===== config.mk =====
export PLATFORM = sky130hd
export DESIGN_NAME = matrix_scan
export DESIGN_NICKNAME = d
export VERILOG_FILES = /design/src/led_matrix_pkg.sv /design/src/matrix_scan.sv
export SDC_FILE = /design/constraint.sdc
export NUM_CORES = 1
export LEC_CHECK = 0
export BUFFER_PORTS_ARGS = -buffer_cell sky130_fd_sc_hd__buf_2
export CORE_MARGIN = 5
export CORE_UTILIZATION = 35
export CTS_CLUSTER_DIAMETER = 100
export CTS_CLUSTER_SIZE = 16
export DETAILED_ROUTE_END_ITERATION = 16
export SYNTH_ARGS = -nofsm -noshare
export SYNTH_HDL_FRONTEND = slang
export SYNTH_SLANG_ARGS = --single-unit

===== constraint.sdc =====
create_clock -name clk_in -period 1.75 [get_ports clk_in]
set_input_delay 0.175 -clock clk_in [delete_from_list [all_inputs] [get_ports clk_in]]
set_output_delay 0.175 -clock clk_in [all_outputs]
set_load 0.01 [all_outputs]

===== src/led_matrix_pkg.sv =====
package led_matrix_pkg;

	// panel geometry, 64 columns by 16 rows per half
	localparam int column_bits = 6;
	localparam int row_bits = 4;

	// framebuffer word address is {half, row, column}
	localparam int ram_addr_bits = 1 + row_bits + column_bits;

	// one RGB565 pixel per framebuffer word
	localparam int pixel_bits = 16;

	// wishbone word address, top bit clear selects the pixel window
	localparam int wb_addr_bits = 12;

	// control register, bit 0 enables the scan
	localparam logic [wb_addr_bits-1:0] ctrl_addr = 12'h800;

	// status register, read only, frame count
	localparam logic [wb_addr_bits-1:0] status_addr = 12'h801;

endpackage


===== src/matrix_scan.sv =====
`timescale 1ns/1ps

module matrix_scan #(
	parameter int fetch_cycles = 4
) (
	input  logic                                   clk_in,
	input  logic                                   reset,
	input  logic                                   enable,
	output logic [led_matrix_pkg::column_bits-1:0] column_address,
	output logic [led_matrix_pkg::row_bits-1:0]    row_address,
	output logic                                   pixel_load_start,
	output logic                                   shift_strobe,
	output logic                                   latch,
	output logic                                   blank,
	output logic [led_matrix_pkg::row_bits-1:0]    row_out,
	output logic                                   frame_done
);

	// one column takes fetch_cycles + 1 cycles, phase 0 .. fetch_cycles
	localparam int phase_bits = $clog2(fetch_cycles + 1);
	localparam logic [phase_bits-1:0] last_phase = phase_bits'(fetch_cycles);

	logic                  active;
	logic                  latch_cycle;
	logic [phase_bits-1:0] phase;

	// fetch kicks off at phase 0, the fetched pair is shifted at the last phase
	assign pixel_load_start = active && !latch_cycle && (phase == '0);
	assign shift_strobe     = active && !latch_cycle && (phase == last_phase);
	assign latch            = latch_cycle;

	// last row of the frame finishes with this latch
	assign frame_done = latch_cycle && (row_address == '1);

	// panel stays dark while the scan is stopped
	assign blank = !active;

	always_ff @(posedge clk_in) begin
		if (reset) begin
			active         <= 1'b0;
			latch_cycle    <= 1'b0;
			phase          <= '0;
			column_address <= '0;
			row_address    <= '0;
			row_out        <= '0;
		end else begin
			latch_cycle <= 1'b0;
			if (!active) begin
				// idle, wait for enable with the counters at the frame start
				phase          <= '0;
				column_address <= '0;
				row_address    <= '0;
				if (enable) begin
					active <= 1'b1;
				end
			end else if (latch_cycle) begin
				// row boundary, only place where the scan may stop
				row_address <= row_address + 1'b1;
				phase       <= '0;
				if (!enable) begin
					active <= 1'b0;
				end
			end else if (phase == last_phase) begin
				phase          <= '0;
				column_address <= column_address + 1'b1;
				if (column_address == '1) begin
					// 64th column shifted, latch next cycle
					latch_cycle <= 1'b1;
					row_out     <= row_address;
				end
			end else begin
				phase <= phase + 1'b1;
			end
		end
	end

endmodule


==> impl_metrics.yaml <==
power_and_ir_drop:
  power.density_nw_per_um2: 675
  p_comb_frac: 0.050
  intPower_mw: 0.538
  swShare: 0.225
  pwr-share-seq: 0.632
  power_leakage_nw: 0.425
  power.switching_mw: 0.156
  vdd_drop_max_mv: 0.393
  clockPowerShare: 0.318
synthesis:
  postSynthCellCount: 91
  ys_seq_area_frac: 0.433
  yosys_warnings: 0
  synth-seq-cells: 19
  synth.avg_cell_area_sq_um: 9.65
  syn_area_sq_um: 878
  synth.top_cell.area_share: 0.433
  syn_nets: 98
  netlist_top_cells_area: "dfxtp_1, mux2i_1, nand2b_1"
  yosysTopAreaCell: "dfxtp_1"
  synth_cell_type_count: 27
cts:
  cts_setup_buffers: 0
  cts.htree.levels: 1
  ctsResizeCount: 0
  insertion_delay_ps: 300
  cts-buffers-inserted: 3
  cts.sinks: 19
  cts_tree: "done"
  cts-root-buf: "clkbuf_4"
  hold_buffers: 0
  clkTransAtPathRegs_ps: 100
  clock_path_buffers: 2
route:
  avgViaCountPerCell: 4.82
  drcViolationCount: 0
  drt_wl_total_microns: 1690
  drt-pass1-iter-count: 4
  drtAntennaViolNets: 0
  vias: 689
  routedWlPerCell_microns: 11.8
  first_iter_violations: 35
timing:
  fin_setup_tns_ps: 0
  worst_pin_slew_ps: 420
  fmax_mhz: 625
  rsz0062_at_grt: "no"
  setup_ws_ps: 149
  finClkSkew_ps: 2.08
  slew_violations: 0
  setup_viol: 0
  timing.hold.ws_ps: 95.7
  finalCriticalPeriod_ps: 1600
  min_period_over_period: 0.915
  maxSlewHeadroom: 0.720
  hold_viol_final: 0
global_route:
  grt_pass1_wl_microns: 2930
  track_usage: 0.108
  grt_max_degree: 14
  antenna_found_initial: 0
  grt.overflow.total: 0
  grt_pass1_vias: 724
setup_path:
  crit_path_end_kind: "output pin"
  worst-path-max-fanout: 6
  critPathTopFamily: "flip-flops"
  slowest_stage: "dfxtp_1"
  arrival_ps: 1430
  path_class: "register to output pin"
  start_kind: "register"
  crit_required_ps: 1570
  path_buf_inv: 2
  crit_chain: "inv_1 > ha_1 > nand2_1 > nor2_1 > buf_2"
  slowest_delay_ps: 330
floorplanning:
  die_x_microns: 60.1
  boundaryPins: 22
  dieArea_sq_um: 3610
  start_util: 0.361
  num_rows: 18
  coreArea_sq_um: 2430
  die_h_microns: 60.1
min_path:
  hold_path_class: "primary input to register"
final_layout:
  final_cell_mix: "buf_2, dfxtp_1, nor2_1"
  nets: 121
  final_common_cell: "buf_2"
  multiInputGateArea_sq_um: 460
  area.growth.synth_to_final_pct: 17.1
  diodes: 0
  stdcell_area_sq_um: 1030
  seq_area_sq_um: 380
  fill_cells: 261
  drive_above_1_share: 0.265
place:
  portBuffers: 21
  dp_slack_ps: 166
  gp_congestion: 0.723
  placed_area_sq_um: 1000
  place_hpwl_microns: 1270
run_status:
  status: "completed"
run:
  cap_violations: 0
cells in the mapped netlist (all sizes together):
cell,number
a21oi,5
and3,2
and3b,1
buf,1
clkbuf,2
dfxtp,19
ha,4
inv,5
mux2i,6
nand2,5
nand2b,10
nand3,2
nand3b,1
nand4,1
nand4b,1
nor2,10
nor2b,1
nor3,1
nor3b,2
nor4,1
o21ai,2
o31ai,1
or3,2
or4,1
xnor2,2
xor2,3
logic make-up (layout without fill, tap and decap cells):
group,Yosys count,after routing,share of synthesized area
buffers and inverters,8,30,0.0427
xor gates and xnor gates,5,5,0.0499
and+or+nand+nor,41,41,0.301
adders and majority gates,4,4,0.0570
AOI/OAI and AO/OA,8,8,0.0484
muxes,6,6,0.0684
DFF,19,19,0.433
registers in the layout (all words and copies together) (netlist names):
register        cells
active              1
column_address      6
latch               1
phase               3
row_address         4
row_out             4
final timing paths:
path | start | end | slack [ps] | cells past startpoint
max reg2reg | phase[0] | row_out[1] | 150 | 5
max | phase[0] | shift_strobe | 150 | 5
min | enable | active | 100 | 3
min reg2reg | row_out[3] | row_out[3] | 480 | 2
final cells by class:
type / instances / share of cell area
sequential: 19 / 0.370
clock buffer: 4 / 0.0255
timing repair buffer: 21 / 0.102
inverter: 5 / 0.0182
multi-input combinational: 64 / 0.448
tap: 30 / 0.0365
routing by layer:
layer / wire [microns] / GRT usage / vias up
met5: 0 / 0 / -
met4: 32 / 0.0570 / 0
met3: 87 / 0.0324 / 5
met2: 758 / 0.177 / 21
met1: 814 / 0.125 / 314
li1: - / - / 349
through the flow:
stage,power (mW),std cells,utilization
2_1_floorplan,0.472,91,-
3_3_place_gp,0.483,139,0.412
3_5_place_dp,0.484,139,0.412
4_1_cts,0.705,143,0.423
5_1_grt,0.730,143,0.423
6_report,0.694,143,0.423
tightest hold or removal path, stage by stage:
cell and delay (ps):
buf_2 90, inv_1 40, a21oi_1 50
power by group through the flow:
stage | registers [mW] | clock network, mW | logic [mW]
after CTS | 0.439 | 0.230 | 0.0353
after floorplan | 0.448 | 0 | 0.0244
after detailed placement | 0.449 | 0 | 0.0352
final | 0.439 | 0.221 | 0.0346
after global routing | 0.440 | 0.252 | 0.0382
after global placement | 0.449 | 0 | 0.0345
No activity file was read; power rests on OpenSTA's default activity.
