## config.mk

```make
export PLATFORM = sky130hd
export DESIGN_NAME = matrix_regs
export DESIGN_NICKNAME = d
export VERILOG_FILES = /design/src/led_matrix_pkg.sv /design/src/matrix_regs.sv
export SDC_FILE = /design/constraint.sdc
export NUM_CORES = 1
export LEC_CHECK = 0
export BUFFER_PORTS_ARGS = -buffer_cell sky130_fd_sc_hd__buf_2
export CAP_MARGIN = 10
export CORE_MARGIN = 3
export CORE_UTILIZATION = 42
export DETAILED_ROUTE_END_ITERATION = 8
export GPL_ROUTABILITY_DRIVEN = 0
export PLACE_DENSITY = 0.77
export SETUP_SLACK_MARGIN = 0.3
export SLEW_MARGIN = 20
export SYNTH_ARGS = -nofsm -noshare
export SYNTH_HDL_FRONTEND = slang
export SYNTH_SLANG_ARGS = --single-unit
```

## constraint.sdc

```tcl
create_clock -name clk_in -period 5 [get_ports clk_in]
set_input_delay 0.5 -clock clk_in [delete_from_list [all_inputs] [get_ports clk_in]]
set_output_delay 0.5 -clock clk_in [all_outputs]
set_load 0.01 [all_outputs]
```

## src/led_matrix_pkg.sv

```systemverilog
package led_matrix_pkg;

	// panel geometry, 64 columns by 16 rows per half
	localparam int column_bits = 6;
	localparam int row_bits = 4;

	// framebuffer word address is {half, row, column}
	localparam int ram_addr_bits = 1 + row_bits + column_bits;

	// one RGB565 pixel per framebuffer word
	localparam int pixel_bits = 16;

	// wishbone word address, top bit clear selects the pixel window
	localparam int wb_addr_bits = 12;

	// control register, bit 0 enables the scan
	localparam logic [wb_addr_bits-1:0] ctrl_addr = 12'h800;

	// status register, read only, frame count
	localparam logic [wb_addr_bits-1:0] status_addr = 12'h801;

endpackage

```

## src/matrix_regs.sv

```systemverilog
`timescale 1ns/1ps

module matrix_regs (
	input  logic                                     clk_in,
	input  logic                                     reset,
	input  logic                                     wb_cyc,
	input  logic                                     wb_stb,
	input  logic                                     wb_we,
	input  logic [led_matrix_pkg::wb_addr_bits-1:0]  wb_adr,
	input  logic [led_matrix_pkg::pixel_bits-1:0]    wb_dat_w,
	output logic [led_matrix_pkg::pixel_bits-1:0]    wb_dat_r,
	output logic                                     wb_ack,
	output logic                                     ram_we,
	output logic [led_matrix_pkg::ram_addr_bits-1:0] ram_waddr,
	output logic [led_matrix_pkg::pixel_bits-1:0]    ram_wdata,
	output logic                                     enable,
	input  logic                                     frame_done
);

	logic                                  request;
	logic                                  pixel_window;
	logic [led_matrix_pkg::pixel_bits-1:0] frame_count;

	// no new request in the ack cycle, so a held strobe gives one ack
	assign request = wb_cyc && wb_stb && !wb_ack;

	// lower half of the address space maps straight onto the framebuffer
	assign pixel_window = !wb_adr[led_matrix_pkg::wb_addr_bits-1];

	// control state and bus handshake
	always_ff @(posedge clk_in) begin
		if (reset) begin
			wb_ack      <= 1'b0;
			ram_we      <= 1'b0;
			enable      <= 1'b0;
			frame_count <= '0;
		end else begin
			wb_ack <= request;
			// framebuffer write goes out together with the ack
			ram_we <= request && wb_we && pixel_window;
			if (request && wb_we && (wb_adr == led_matrix_pkg::ctrl_addr)) begin
				enable <= wb_dat_w[0];
			end
			// wraps at 16 bits
			if (frame_done) begin
				frame_count <= frame_count + 1'b1;
			end
		end
	end

	// write payload and read data
	always_ff @(posedge clk_in) begin
		if (request) begin
			ram_waddr <= wb_adr[led_matrix_pkg::ram_addr_bits-1:0];
			ram_wdata <= wb_dat_w;
			if (wb_adr == led_matrix_pkg::ctrl_addr) begin
				wb_dat_r <= {{(led_matrix_pkg::pixel_bits-1){1'b0}}, enable};
			end else if (wb_adr == led_matrix_pkg::status_addr) begin
				wb_dat_r <= frame_count;
			end else begin
				// pixel window is write only, unmapped space reads zero too
				wb_dat_r <= '0;
			end
		end
	end

endmodule

```

==> run summary <==
Leakage power of the design: 1.19 nW
Unrepaired setup endpoints after global routing: no
Area of the placeable core: 5240 um2
Total power: 1.03 mW
Flop-to-flop setup slack: 3090 ps
Arrival time at the worst endpoint: 1900 ps
Clock H-tree levels: 3
Synthesized flop and latch total: 62
Top fanout value on the critical path: 22
Cts repair resizes: 0
Chip height: 80.3 um
Number of buffers and inverters on the critical path: 2
Post-synth net total: 196
First-pass iteration count of the detailed router: 4
Synthesized area: 2320 um2
Clk Tree Root Cell: clkbuf_8
Maximum number of pins on one net before global-route repair: 24
Die ar.: 6450 um2
Largest stage delay on the critical path: 630 ps
Post-Syn Instances: 161
Post-place setup slack: 2780 ps
CP Cell Sequence: nand3b_1 -> inv_1 -> buf_4
Crit path kind: register to register
Worst path required time: 4990 ps
Number of nets in the layout: 282
Count of hold-fix buffers inserted at cts: 0
Setup-violating endpoint count in the final report: 0
Horizontal die dimension: 80.3 um
CP max stage cell: inv_1
Placement row count: 26
Relative slew margins: 0.464
Part of the total power dissipated in combinational logic: 0.056
Sequential cell area fraction in the yosys report: 0.720
Sort of element at the start of the critical path: register
R2r endpoint: wb_dat_r[4]$_SDFFCE_PP0P_
Layout cells sized above 1: 0.442
Slew Limit Fails: 0
Post-DR vias/cell: 4.88
Global-route usage over all layers: 0.146
TritonCTS clock tree: built
Number of antenna violations at the first check in global routing: 0
Internal Power: 0.814 mW
Depth of the worst register-to-register path: 3
Post-route DRC violation count: 0
Remaining global-route overflow: 0
Via Count: 1567
Wire length of the first global-routing pass: 7.00 mm
Post-route setup slack: 3090 ps
Startpoint of the lowest-slack hold path: wb_dat_w[10]
CTS clk-pin slew, worst paths: 60 ps
Actual slew at the worst max-slew pin: 803 ps
Area growth syn-to-layout: 27.7%
Ratio of total power to cell area: 348 nW/um2
Synth warnings: 0
Crit share post-route: 0.382
Fmax: 524 MHz
Post-Route Skew: 7.07 ps
Antenna Violating Nets Remaining: 0
Min-Delay Endpoint: ram_wdata[10]$_DFFE_PP_
Min Tclk post-route: 1910 ps
Status: finished, final reports clean
Iteration-0 DRC count of the detailed router: 80
Wire per inst: 13.9 um
Diodes inserted: 0
Number of unique standard cell types used by synthesis: 35
Initial cell density of the core: 0.443
# port buffers: 79
Hold Crit Depth: 1
Kind of cell adding the most delay to the critical path: buffers and inverters
Later-pin clock latency in the skew report: 320 ps
Buffer count from post-CTS setup fixing: 0
Boundary pin count: 80
Count of final hold-check violations: 0
Total wire length after detailed routing: 4.46 mm
Peak supply drop: 0.137 mV
CTS Buffer Depth: 2
Clock network fraction of design power: 0.387
Type of the worst min-delay path: primary input to register
Number of global-route vias before repair: 1483
Average cell area after synthesis: 14.4 um2
DPL Wire Length: 3.22 mm
Switching share of total power: 0.209
Worst reg2reg path startpoint: wb_ack$_SDFF_PP0_
Endpoint kind of the worst setup timing path: register
Number of maximum-capacitance violations: 0
Clock net sink count: 62
NetSw: 0.216 mW
Setup TNS after final layout: 0 ps
Sequential share of power: 0.556
TritonCTS buffer count: 9
-- power by group through the flow --
| stage | Sequential (mW) | Combinational (mW) | Clock, mW |
|---|---|---|---|
| 4_1_cts | 0.573 | 0.0593 | 0.408 |
| 6_report | 0.573 | 0.0582 | 0.399 |
| 5_1_grt | 0.575 | 0.0646 | 0.432 |
| 2_1_floorplan | 0.592 | 0.0167 | 0 |
| 3_3_place_gp | 0.584 | 0.0573 | 0 |
| 3_5_place_dp | 0.584 | 0.0591 | 0 |
-- placed cells by master (no fill, tap or decap), drive strengths merged, types with 2 or more instances in the layout --
master  instances
xnor2           5
clkbuf         10
xor2            5
dfxtp          19
and4            2
mux2i           2
a21oi           2
nor4            2
inv             2
nand2           5
and3           15
nand4           6
edfxtp         43
clkinv          3
nand3           7
nor3            4
buf            80
or4             2
nor2           18
mux2            4
nor2b           5
-- metrics by stage --
| step | utilization | hold WS, ps | cell area (um2) | std cells |
|---|---|---|---|---|
| CTS | 0.566 | 338 | 2960 | 321 |
| detailed placement | 0.532 | 507 | 2780 | 306 |
| global route | 0.566 | 332 | 2960 | 321 |
| floorplan | - | 475 | 2320 | 161 |
| global placement | 0.532 | 496 | 2780 | 306 |
| finish | 0.566 | 351 | 2960 | 321 |
-- worst max path at each step --
stage	startpoint	cells past startpoint	to
after CTS	wb_ack$_SDFF_PP0_	3	wb_dat_r[4]$_SDFFCE_PP0P_
after detailed placement	wb_adr[3]	4	wb_dat_r[7]$_SDFFCE_PP0P_
after global placement	wb_adr[3]	5	enable$_SDFFE_PP0P_
final	wb_ack$_SDFF_PP0_	3	wb_dat_r[4]$_SDFFCE_PP0P_
after floorplan	wb_stb	2	ram_waddr[0]$_DFFE_PP_
after global routing	wb_ack$_SDFF_PP0_	3	wb_dat_r[4]$_SDFFCE_PP0P_
-- worst register-to-register path: cells and delay by family, from the launching register on --
kind	cells	cell delay (ps)
AND/OR/NAND/NOR	1	220
flip-flops	1	300
buffers and inverters	2	1060
-- final cells by class --
| class | count | area (um2) |
|---|---|---|
| fillers | 443 | 2270 |
| multi-input cells | 92 | 614 |
| repair buffers | 80 | 403 |
| well taps | 70 | 87.6 |
| inverters | 2 | 7.51 |
| flip-flops and latches | 62 | 1670 |
| clock buffers | 10 | 128 |
| clock inverters | 5 | 51.3 |
-- logic make-up after synthesis --
family	after synthesis	synth area share
adders and majority gates	1	0.00539
AOI/OAI and AO/OA	4	0.0124
muxes	6	0.0280
and+or+nand+nor	71	0.181
xor gates and xnor gates	10	0.0377
DFF	62	0.720
buffers and inverters	7	0.0151
-- cell usage after synthesis (all sizes together) --
library cell / n / area [um2]
buf: 3 / 20.0
nor2: 18 / 67.6
dfxtp: 19 / 380
inv: 2 / 7.51
nand3b: 1 / 7.51
nand4: 6 / 37.5
nand2: 5 / 18.8
nor4: 2 / 27.5
mux2i: 2 / 20.0
nand3: 7 / 40.0
o21ai: 1 / 5.00
xnor2: 5 / 43.8
nand2b: 1 / 6.26
a21bo: 1 / 10.0
clkbuf: 2 / 7.51
or4: 2 / 18.8
edfxtp: 43 / 1290
ha: 1 / 12.5
nor3: 4 / 20.0
and3: 15 / 105
nor3b: 1 / 7.51
a21oi: 2 / 13.8
xor2: 5 / 43.8
mux2: 4 / 45.0
nor2b: 5 / 31.3
nor4b: 1 / 8.76
or3: 1 / 6.26
and4: 2 / 17.5
-- state kept, by name, summed over array words and instances, names as in the netlist --
name,cells
wb_dat_r,16
ram_waddr,11
ram_we,1
ram_wdata,16
frame_count,16
enable,1
wb_ack,1
-- layer usage --
| layer | share of wire | track usage | vias up |
|---|---|---|---|
| met5 | 0 | 0 | - |
| met3 | 0.087 | 0.0549 | 7 |
| met2 | 0.47 | 0.228 | 66 |
| met1 | 0.43 | 0.180 | 729 |
| li1 | - | - | 765 |
| met4 | 0.014 | 0.0608 | 0 |
No activity file was read; power rests on OpenSTA's default activity.
