==> src/led_matrix_pkg.sv <==
package led_matrix_pkg;

	// panel geometry, 64 columns by 16 rows per half
	localparam int column_bits = 6;
	localparam int row_bits = 4;

	// framebuffer word address is {half, row, column}
	localparam int ram_addr_bits = 1 + row_bits + column_bits;

	// one RGB565 pixel per framebuffer word
	localparam int pixel_bits = 16;

	// wishbone word address, top bit clear selects the pixel window
	localparam int wb_addr_bits = 12;

	// control register, bit 0 enables the scan
	localparam logic [wb_addr_bits-1:0] ctrl_addr = 12'h800;

	// status register, read only, frame count
	localparam logic [wb_addr_bits-1:0] status_addr = 12'h801;

endpackage

==> src/framebuffer_fetch.sv <==
`timescale 1ns/1ps

module framebuffer_fetch #(
	parameter int fetch_cycles = 4
) (
	input  logic                                   clk_in,
	input  logic                                   reset,
	input  logic [led_matrix_pkg::column_bits-1:0] column_address,
	input  logic [led_matrix_pkg::row_bits-1:0]    row_address,
	input  logic                                   pixel_load_start,
	input  logic [led_matrix_pkg::pixel_bits-1:0]  ram_data,
	output logic [led_matrix_pkg::ram_addr_bits-1:0] ram_address,
	output logic [led_matrix_pkg::pixel_bits-1:0]  rgb565_top,
	output logic [led_matrix_pkg::pixel_bits-1:0]  rgb565_bottom
);

	// phases after the start cycle, the last one lands on count 0
	localparam logic [1:0] load_value = 2'(fetch_cycles - 2);

	logic [1:0] pixel_load_counter;
	logic       pixel_load_running;
	logic       half_address;

	// columns are stored mirrored, so the scan reads 63 - c
	assign ram_address = {half_address, row_address, ~column_address};

	timeout #(
		.counter_width(2)
	) timeout_pixel_load (
		.clk_in (clk_in),
		.reset  (reset),
		.start  (pixel_load_start),
		.value  (load_value),
		.counter(pixel_load_counter),
		.running(pixel_load_running)
	);

	always_ff @(posedge clk_in) begin
		if (reset) begin
			half_address  <= 1'b0;
			rgb565_top    <= '0;
			rgb565_bottom <= '0;
		end else if (pixel_load_start) begin
			// short fetch reads the top half during the start cycle itself,
			// so the bottom address has to follow right away
			half_address <= (fetch_cycles == 3);
		end else if (pixel_load_running) begin
			if (fetch_cycles == 3) begin
				// count 1 takes the top word and parks on the top half again
				// count 0 takes the bottom word
				if (pixel_load_counter == 2'd1) begin
					rgb565_top   <= ram_data;
					half_address <= 1'b0;
				end else if (pixel_load_counter == 2'd0) begin
					rgb565_bottom <= ram_data;
				end
			end else begin
				// count 2 has the top address out, move to the bottom half
				// count 1 has the top word back
				// count 0 has the bottom word back
				if (pixel_load_counter == 2'd2) begin
					half_address <= 1'b1;
				end else if (pixel_load_counter == 2'd1) begin
					rgb565_top <= ram_data;
				end else if (pixel_load_counter == 2'd0) begin
					rgb565_bottom <= ram_data;
				end
			end
		end
	end

endmodule

==> src/timeout.sv <==
`timescale 1ns/1ps

module timeout #(
	parameter int counter_width = 2
) (
	input  logic                     clk_in,
	input  logic                     reset,
	input  logic                     start,
	input  logic [counter_width-1:0] value,
	output logic [counter_width-1:0] counter,
	output logic                     running
);

	// counter walks value, value-1, ... 0 with running high the whole way
	always_ff @(posedge clk_in) begin
		if (reset) begin
			counter <= '0;
			running <= 1'b0;
		end else if (start) begin
			// a start always reloads, even mid count
			counter <= value;
			running <= 1'b1;
		end else if (running) begin
			if (counter == '0) begin
				// the zero phase has had its cycle, stop here
				running <= 1'b0;
			end else begin
				counter <= counter - 1'b1;
			end
		end
	end

endmodule
==> config.mk <==
export PLATFORM = sky130hd
export DESIGN_NAME = framebuffer_fetch
export DESIGN_NICKNAME = d
export VERILOG_FILES = /design/src/led_matrix_pkg.sv /design/src/framebuffer_fetch.sv /design/src/timeout.sv
export SDC_FILE = /design/constraint.sdc
export NUM_CORES = 1
export LEC_CHECK = 0
export BUFFER_PORTS_ARGS = -buffer_cell sky130_fd_sc_hd__buf_2
export CAP_MARGIN = 20
export CORE_ASPECT_RATIO = 0.6
export CORE_MARGIN = 2
export CORE_UTILIZATION = 49
export CTS_CLUSTER_DIAMETER = 100
export CTS_CLUSTER_SIZE = 40
export DETAILED_ROUTE_END_ITERATION = 6
export PLACE_DENSITY = 0.93
export SLEW_MARGIN = 10
export SYNTH_ARGS = -nofsm -noshare
export SYNTH_HDL_FRONTEND = slang
export SYNTH_SLANG_ARGS = --single-unit
==> constraint.sdc <==
create_clock -name clk_in -period 4.8 [get_ports clk_in]
set_clock_uncertainty 0.15 [all_clocks]
set_input_delay 0.24 -clock clk_in [delete_from_list [all_inputs] [get_ports clk_in]]
set_output_delay 0.24 -clock clk_in [all_outputs]
set_load 0.03 [all_outputs]
==> impl_results.md, run 1 <==
* Number of flip-flops and latches in the synthesized netlist at 36
* Setup-failing EPs final at 0
* Category of the worst setup path capture point: flop
* Count of final max-slew check failures at 0
* Worst-Skew Late Latency at between 0.2 and 0.3 ns
* Worst-path cell chain: inv_1 -> ha_1 -> nand4bb_1 -> nand2_1 -> a21oi_2
* Number of buffers added to fix hold violations after cts at 0
* # resized after CTS at 0
* Cell count after synthesis at 176
* Leakage power total at ~0.8 nW
* Number of max-capacitance violations reported at 0
* Slew @ Worst Pin at roughly 0.9 ns
* Standard cell with the maximum stage delay on the critical path: nand4bb_1
* Sw Pwr at around 0.14 mW
* Portion of the post-synthesis area used by sequential elements at ~48%
* Total Routing Usage GR at ~20%
* Type of the worst setup path: flop to flop
* Share of power burned in the clock network at about a third
* Number of buffers added on ports at 63
* Overall overflow remaining after global route at 0
* Clock input transition at the sequential cells of the worst setup and hold paths at 0.07 ns
* Floorplan core area at 2890 um2
* Run status: finished clean
* Initial cell density of the core at 52.1%
* Delay of the slowest cell on the worst path at 0.67 ns
* Worst VDD drop at about 0.19 mV
* Headroom to the max-slew limit at between 40% and 50%
* Cell at the root of the clock tree: clkbuf_8
* Vias after detailed routing at roughly 1.3k
* Synthesis-to-layout area growth at 22.8%
* Type of origin of the critical path: flop
* Fraction of power consumed by sequential logic at between 50% and 60%
* Share of layout cells above drive strength 1 at between 30% and 40%
* Max Fclk at ~460 MHz
* Switching share of total power at between 20% and 30%
* Routed len/inst at roughly 12 um
* Antenna violations before repair at 0
* Die Outline Area at 3550 um2
* Power density over cell area at 307 nW/um2
* Via count of the first global-routing pass at approximately 1.2k
* H-tree lvl count at 2
* Final period util at between 40% and 50%
* DRT Wirelength at 3.35 mm
* Number of diodes added for antenna fixing at 0
* Total Power at 0.568 mW
* Netlist area before placement at 1510 um2
* Final Hold Viols at 0
* Data required time at the worst endpoint at between 4 and 5 ns
* Setup_tns at 0 ns
* RSZ-0062 raised after global routing: no
* Std cell rows at 15
* Shortest period the worst path allows at approximately 2.2 ns
* Number of nets in the synthesized netlist at between 200 and 250
* CTS tree: built
* Wire length of the first global-routing pass at 5.25 mm
* DRC violations left at 0
* Per-cell via count in the routed design at 4.91
* Initial DRC count at 40
* Number of antenna-violating nets in the routed design at 0
* Cts bufs inserted at 5
* DP Wirelength at roughly 2.4 mm
* Number of search-and-repair iterations in the first detailed-routing pass at 4
* Worst Hold Class: primary input to flop
* Maximum number of buffers from clock root to sink at 2
* Post-synth cell types at 18
* Sink Count at 36
* Endpoint arrival time on the critical path at approximately 2.2 ns
* Biggest fanout along the worst timing path at 16
* Global placement routability congestion at 0.771
* Die W at between 70 and 80 um
* Total I/O pin count at a little over 70
* Final Net Count at roughly 260
* Maximum number of pins on one net before global-route repair at 37
* Number of buffers added for setup after CTS at 0
* Mean Syn Cell Area at approximately 8.6 um2
* Count of synthesis-stage warnings from yosys at 0
* Part of the power in combinational logic at between 10% and 20%
* Internal Dissipation at roughly 0.42 mW
* Die extent in y at between 40 and 50 um
worst paths after layout:
kind	depth (start not counted)	end	startpoint	slack, ns
max	5	rgb565_bottom[6]	timeout_pixel_load.counter[0]	2.62
min	3	rgb565_top[12]	ram_data[12]	0.06
max reg2reg	5	rgb565_bottom[6]	timeout_pixel_load.counter[0]	2.62
min reg2reg	2	rgb565_bottom[2]	rgb565_bottom[2]	0.31
Yosys cell counts:
master / count / area (um2)
nand2_1: 64 / 240
dfxtp_1: 36 / 721
a21oi_2: 20 / 175
a21oi_1: 13 / 65.1
inv_1: 8 / 30.0
buf_4: 7 / 52.6
buf_2: 6 / 30.0
ha_1: 4 / 50.1
nor2_1: 3 / 11.3
nor3_1: 3 / 15.0
buf_6: 2 / 22.5
clkbuf_1: 2 / 7.51
nand4bb_1: 2 / 22.5
nor4bb_1: 2 / 20.0
a211oi_1: 1 / 7.51
buf_12: 1 / 20.0
nor2b_1: 1 / 6.26
xnor2_1: 1 / 8.76
cell usage in the layout, fill, tap and decap left out:
cell	synthesis	final
a211oi_1	1	1
a21oi_1	13	13
a21oi_2	20	20
buf_2	6	63
clkbuf_1	2	1
clkbuf_8	0	5
clkinv_2	0	1
dfxtp_1	36	36
ha_1	4	4
inv_1	8	8
nand2_1	64	64
nand4bb_1	2	2
nor2_1	3	3
nor2b_1	1	1
nor3_1	3	3
nor4bb_4	0	2
xnor2_1	1	1
per-stage QoR:
step                      worst slack [ns]  util [%]  hold WS [ns]  instance area (um2)  instances
after floorplan                       3.17         -         0.226                 1510        176
after global placement                2.74      61.3         0.290                 1770        263
after detailed placement              2.61      61.3         0.298                 1770        263
after CTS                             2.59      63.9        0.0535                 1850        270
after global routing                  2.45      63.9        0.0560                 1850        270
final                                 2.62      63.9        0.0571                 1850        270
flip-flops by register name (all words and copies together), names as in the netlist:
name and cells:
timeout_pixel_load.running 1, rgb565_top 16, half_address 1, timeout_pixel_load.counter 2, rgb565_bottom 16
critical path, delay by kind of cell, from the launching register on:
| family | cells | cell delay (ns) |
|---|---|---|
| and+or+nand+nor | 2 | 0.98 |
| DFF | 1 | 0.40 |
| adders and majority gates | 1 | 0.34 |
| buffers and inverters | 1 | 0.09 |
| AOI/OAI and AO/OA | 1 | 0.07 |
cells by family (layout without fill, tap and decap cells):
group           Yosys count  count (layout)  share of synthesized area, %
buf+inv                  26              78                          10.8
simple gates             75              75                          20.9
xor+xnor                  1               1                         0.582
flops                    36              36                          47.9
fa+ha+maj                 4               4                          3.33
compound gates           34              34                          16.5
cell type report:
cell class,count,area (um2)
fillers,254,1040
flip-flops and latches,36,721
multi-input cells,114,652
repair buffers,63,315
clock buffers,6,72.6
well taps,42,52.6
inverters,8,30.0
clock inverters,1,5.00
power by group through the flow:
stage               Sequential (mW)  Clock, mW  Combinational [mW]
floorplan                     0.322          0              0.0387
global placement              0.315          0              0.0603
detailed placement            0.315          0              0.0618
CTS                           0.308      0.202              0.0619
global route                  0.309      0.214              0.0672
finish                        0.309      0.197              0.0619
layer usage:
metal / global-route usage [%] / share of wire (%) / up-vias
met2: 31.3 / 44 / 53
met4: 6.32 / 1.0 / 0
met5: 0 / 0 / -
li1: - / - / 654
met3: 7.51 / 8.8 / 5
met1: 26.6 / 46 / 613
Note: power is estimated with default switching activity, not from simulation.
==> run 2: changes to the inputs <==
- CORE_UTILIZATION: 49 -> 41
- PLACE_DENSITY: 0.93 -> 0.84
- clock period: 4.8 -> 1.9 ns (I/O delays scaled with it)
==> run 2 against run 1 <==
Final cell count rose by 11%; maximum frequency rose by 25%; total power rose to 2.7 times the previous value; sequential share of layout area fell by 4.9 points; sequential cell count stayed put; global-route usage shrank 2.1 points; clock power increased to 2.8 times the previous value; utilization is 1.5 points lower; worst setup slack got worse by 2.5 ns.
==> impl_results.md, run 2 (synthesized netlist as in run 1, its figures left out) <==
* Maximum number of buffers from clock root to sink at 2 (unchanged)
* Largest registers ranked by flip-flop count: rgb565_bottom (16), rgb565_top (16), timeout_pixel_load.counter (2) (unchanged)
* Data required time at the worst endpoint at 1.97 ns (was 4.78 ns)
* Worst flop-to-flop path startpoint: timeout_pixel_load.counter[0] (unchanged)
* CTS tree: built (unchanged)
* Total Routing Usage GR at 18.1% (was 20.2%)
* Final Hold Viols at 0 (unchanged)
* Count of final max-slew check failures at 0 (unchanged)
* Synthesis-to-layout area growth at 40.3% (was 22.8%)
* Final period util at 92.0% (was 45.5%)
* Most used cells in the layout excluding fill and tap cells: 64 x nand2_1, 63 x buf_2, 36 x dfxtp_1 (unchanged)
* Type of the worst setup path: flop to flop (unchanged)
* Type of origin of the critical path: flop (unchanged)
* Antenna violations before repair at 0 (unchanged)
* Met2 track utilization from global routing at 29.0% (was 31.3%)
* Die extent in y at 50.9 um (was 46.9 um)
* Overall overflow remaining after global route at 0 (unchanged)
* Shortest period the worst path allows at 1.75 ns (was 2.18 ns)
* Endpoint arrival time on the critical path at 1.82 ns (was 2.16 ns)
* Clock input transition at the sequential cells of the worst setup and hold paths at 0.07 ns (about the same)
* Instance count after placement with tap cells included at 276 (was 263)
* Total I/O pin count at 72 (unchanged)
* Number of max-capacitance violations reported at 0 (unchanged)
* DP Wirelength at 2.62 mm (was 2.37 mm)
* Maximum number of pins on one net before global-route repair at 25 (was 37)
* Worst hold path endpoint: ram_address[6] (was rgb565_top[12])
* Vias after detailed routing at 1382 (was 1325)
* DRC violations left at 0 (unchanged)
* Setup_tns at 0 ns (unchanged)
* Category of the worst setup path capture point: flop (unchanged)
* Area taken by multi-input logic gates at 652 um2 (unchanged)
* Sink Count at 36 (unchanged)
* Power density over cell area at 722 nW/um2 (was 307 nW/um2)
* Number of search-and-repair iterations in the first detailed-routing pass at 4 (unchanged)
* Number of buffers added for setup after CTS at 0 (unchanged)
* Initial cell density of the core at 44.5% (was 52.1%)
* Biggest fanout along the worst timing path at 9 (was 16)
* DRT Wirelength at 3.62 mm (was 3.35 mm)
* Via count of the first global-routing pass at 1292 (was 1176)
* Worst hold path depth at 0 (was 3)
* Share of layout cells above drive strength 1 at 40.2% (was 39.9%)
* Cts bufs inserted at 5 (unchanged)
* Headroom to the max-slew limit at 66.2% (was 41.5%)
* Setup-failing EPs final at 0 (unchanged)
* Final Net Count at 288 (was 261)
* Count of cells along the worst register-to-register path at 6 (was 5)
* Leakage power total at 0.930 nW (was 0.801 nW)
* Routed len/inst at 12.0 um (was 12.4 um)
* Number of diodes added for antenna fixing at 0 (unchanged)
* Register Area at 721 um2 (unchanged)
* Number of non-filler instances in the completed layout at 301 (was 270)
* H-tree lvl count at 2 (unchanged)
* Initial DRC count at 35 (was 40)
* Worst-Skew Late Latency at 0.28 ns (about the same)
* Start point of the worst hold path: row_address[0] (was ram_data[12])
* FILL cells at 302 (was 254)
* Met3 track utilization from global routing at 6.89% (was 7.51%)
* Cell at the root of the clock tree: clkbuf_8 (unchanged)
* Most frequent standard cell in the layout excluding fill and tap cells: nand2_1 (unchanged)
* Floorplan core area at 3380 um2 (was 2890 um2)
* Worst Hold Class: primary input to primary output (was primary input to flop)
* End of the worst register-to-register path: rgb565_bottom[11] (was rgb565_bottom[6])
* Number of antenna-violating nets in the routed design at 0 (unchanged)
* Slew @ Worst Pin at 0.507 ns (was 0.876 ns)
* Most used routing layer: met2 (unchanged)
* Wire length of the first global-routing pass at 5.70 mm (was 5.25 mm)
* Final design utilization at 62.4% (was 63.9%)
* Number of buffers added on ports at 63 (unchanged)
* Worst reg-to-reg setup slack at 0.15 ns (was 2.62 ns)
* Global placement routability congestion at 0.733 (was 0.771)
* Std cell rows at 16 (was 15)
* Per-cell via count in the routed design at 4.59 (was 4.91)
* Die Outline Area at 4190 um2 (was 3550 um2)
* RSZ-0062 raised after global routing: no (unchanged)
* Die W at 82.2 um (was 75.6 um)
* Max Fclk at 572 MHz (was 458 MHz)
* Run status: finished clean (unchanged)
* Met1 track demand over resource at 22.4% (was 26.6%)
* Worst VDD drop at 0.324 mV (was 0.187 mV)
==> run 2: how the worst max path moves through the flow <==
stage	from	to	cells past startpoint
after floorplan	timeout_pixel_load.counter[0]	rgb565_bottom[10]	7
final	timeout_pixel_load.counter[0]	rgb565_bottom[11]	6
after detailed placement	timeout_pixel_load.counter[0]	rgb565_bottom[11]	6
after global routing	timeout_pixel_load.counter[0]	rgb565_bottom[1]	6
after CTS	timeout_pixel_load.counter[0]	rgb565_top[3]	6
after global placement	timeout_pixel_load.counter[0]	rgb565_bottom[11]	6
==> run 2: report_power, final <==
part           switching [mW]  internal (mW)
Combinational           0.107         0.0852
Clock                   0.265          0.289
Sequential             0.0103          0.768
==> run 2: area by class of cell <==
class / instances / area share (%)
timing repair buffer: 90 / 26.5
clock inverter: 2 / 0.474
clock buffer: 6 / 3.91
inverter: 8 / 1.42
multi-input combinational: 114 / 30.9
sequential: 36 / 34.1
tap: 45 / 2.67
==> run 2: repair_timing <==
action                                  4_1_cts  5_1_grt
endpoints found under the hold margin        34        0
endpoints found under the setup margin        0        0
hold buffers                                 17        0
gates resized for setup                       0        0
==> run 2: worst max-delay path: stages (launching register included) <==
cell and delay, ns:
dfxtp_1 0.41, inv_1 0.09, ha_1 0.34, nor4bb_4 0.29, buf_4 0.21, nand2_1 0.08
a21oi_2 0.11
==> run 2: per-layer routing <==
metal	part of all wire, %	wire length, um
met4	0.58	21
met3	6.9	251
met5	0	0
met2	44	1610
met1	48	1740
==> run 2: through the flow <==
stage               worst slack (ns)  hold WS (ns)  instance area [um2]  power, mW
global route                  0.0498        0.0401                 2110       1.60
CTS                            0.152        0.0402                 2110       1.54
detailed placement             0.177        0.0402                 1850      0.961
finish                         0.152        0.0400                 2110       1.52
floorplan                      0.270        0.0810                 1510      0.911
global placement               0.258        0.0402                 1850      0.958
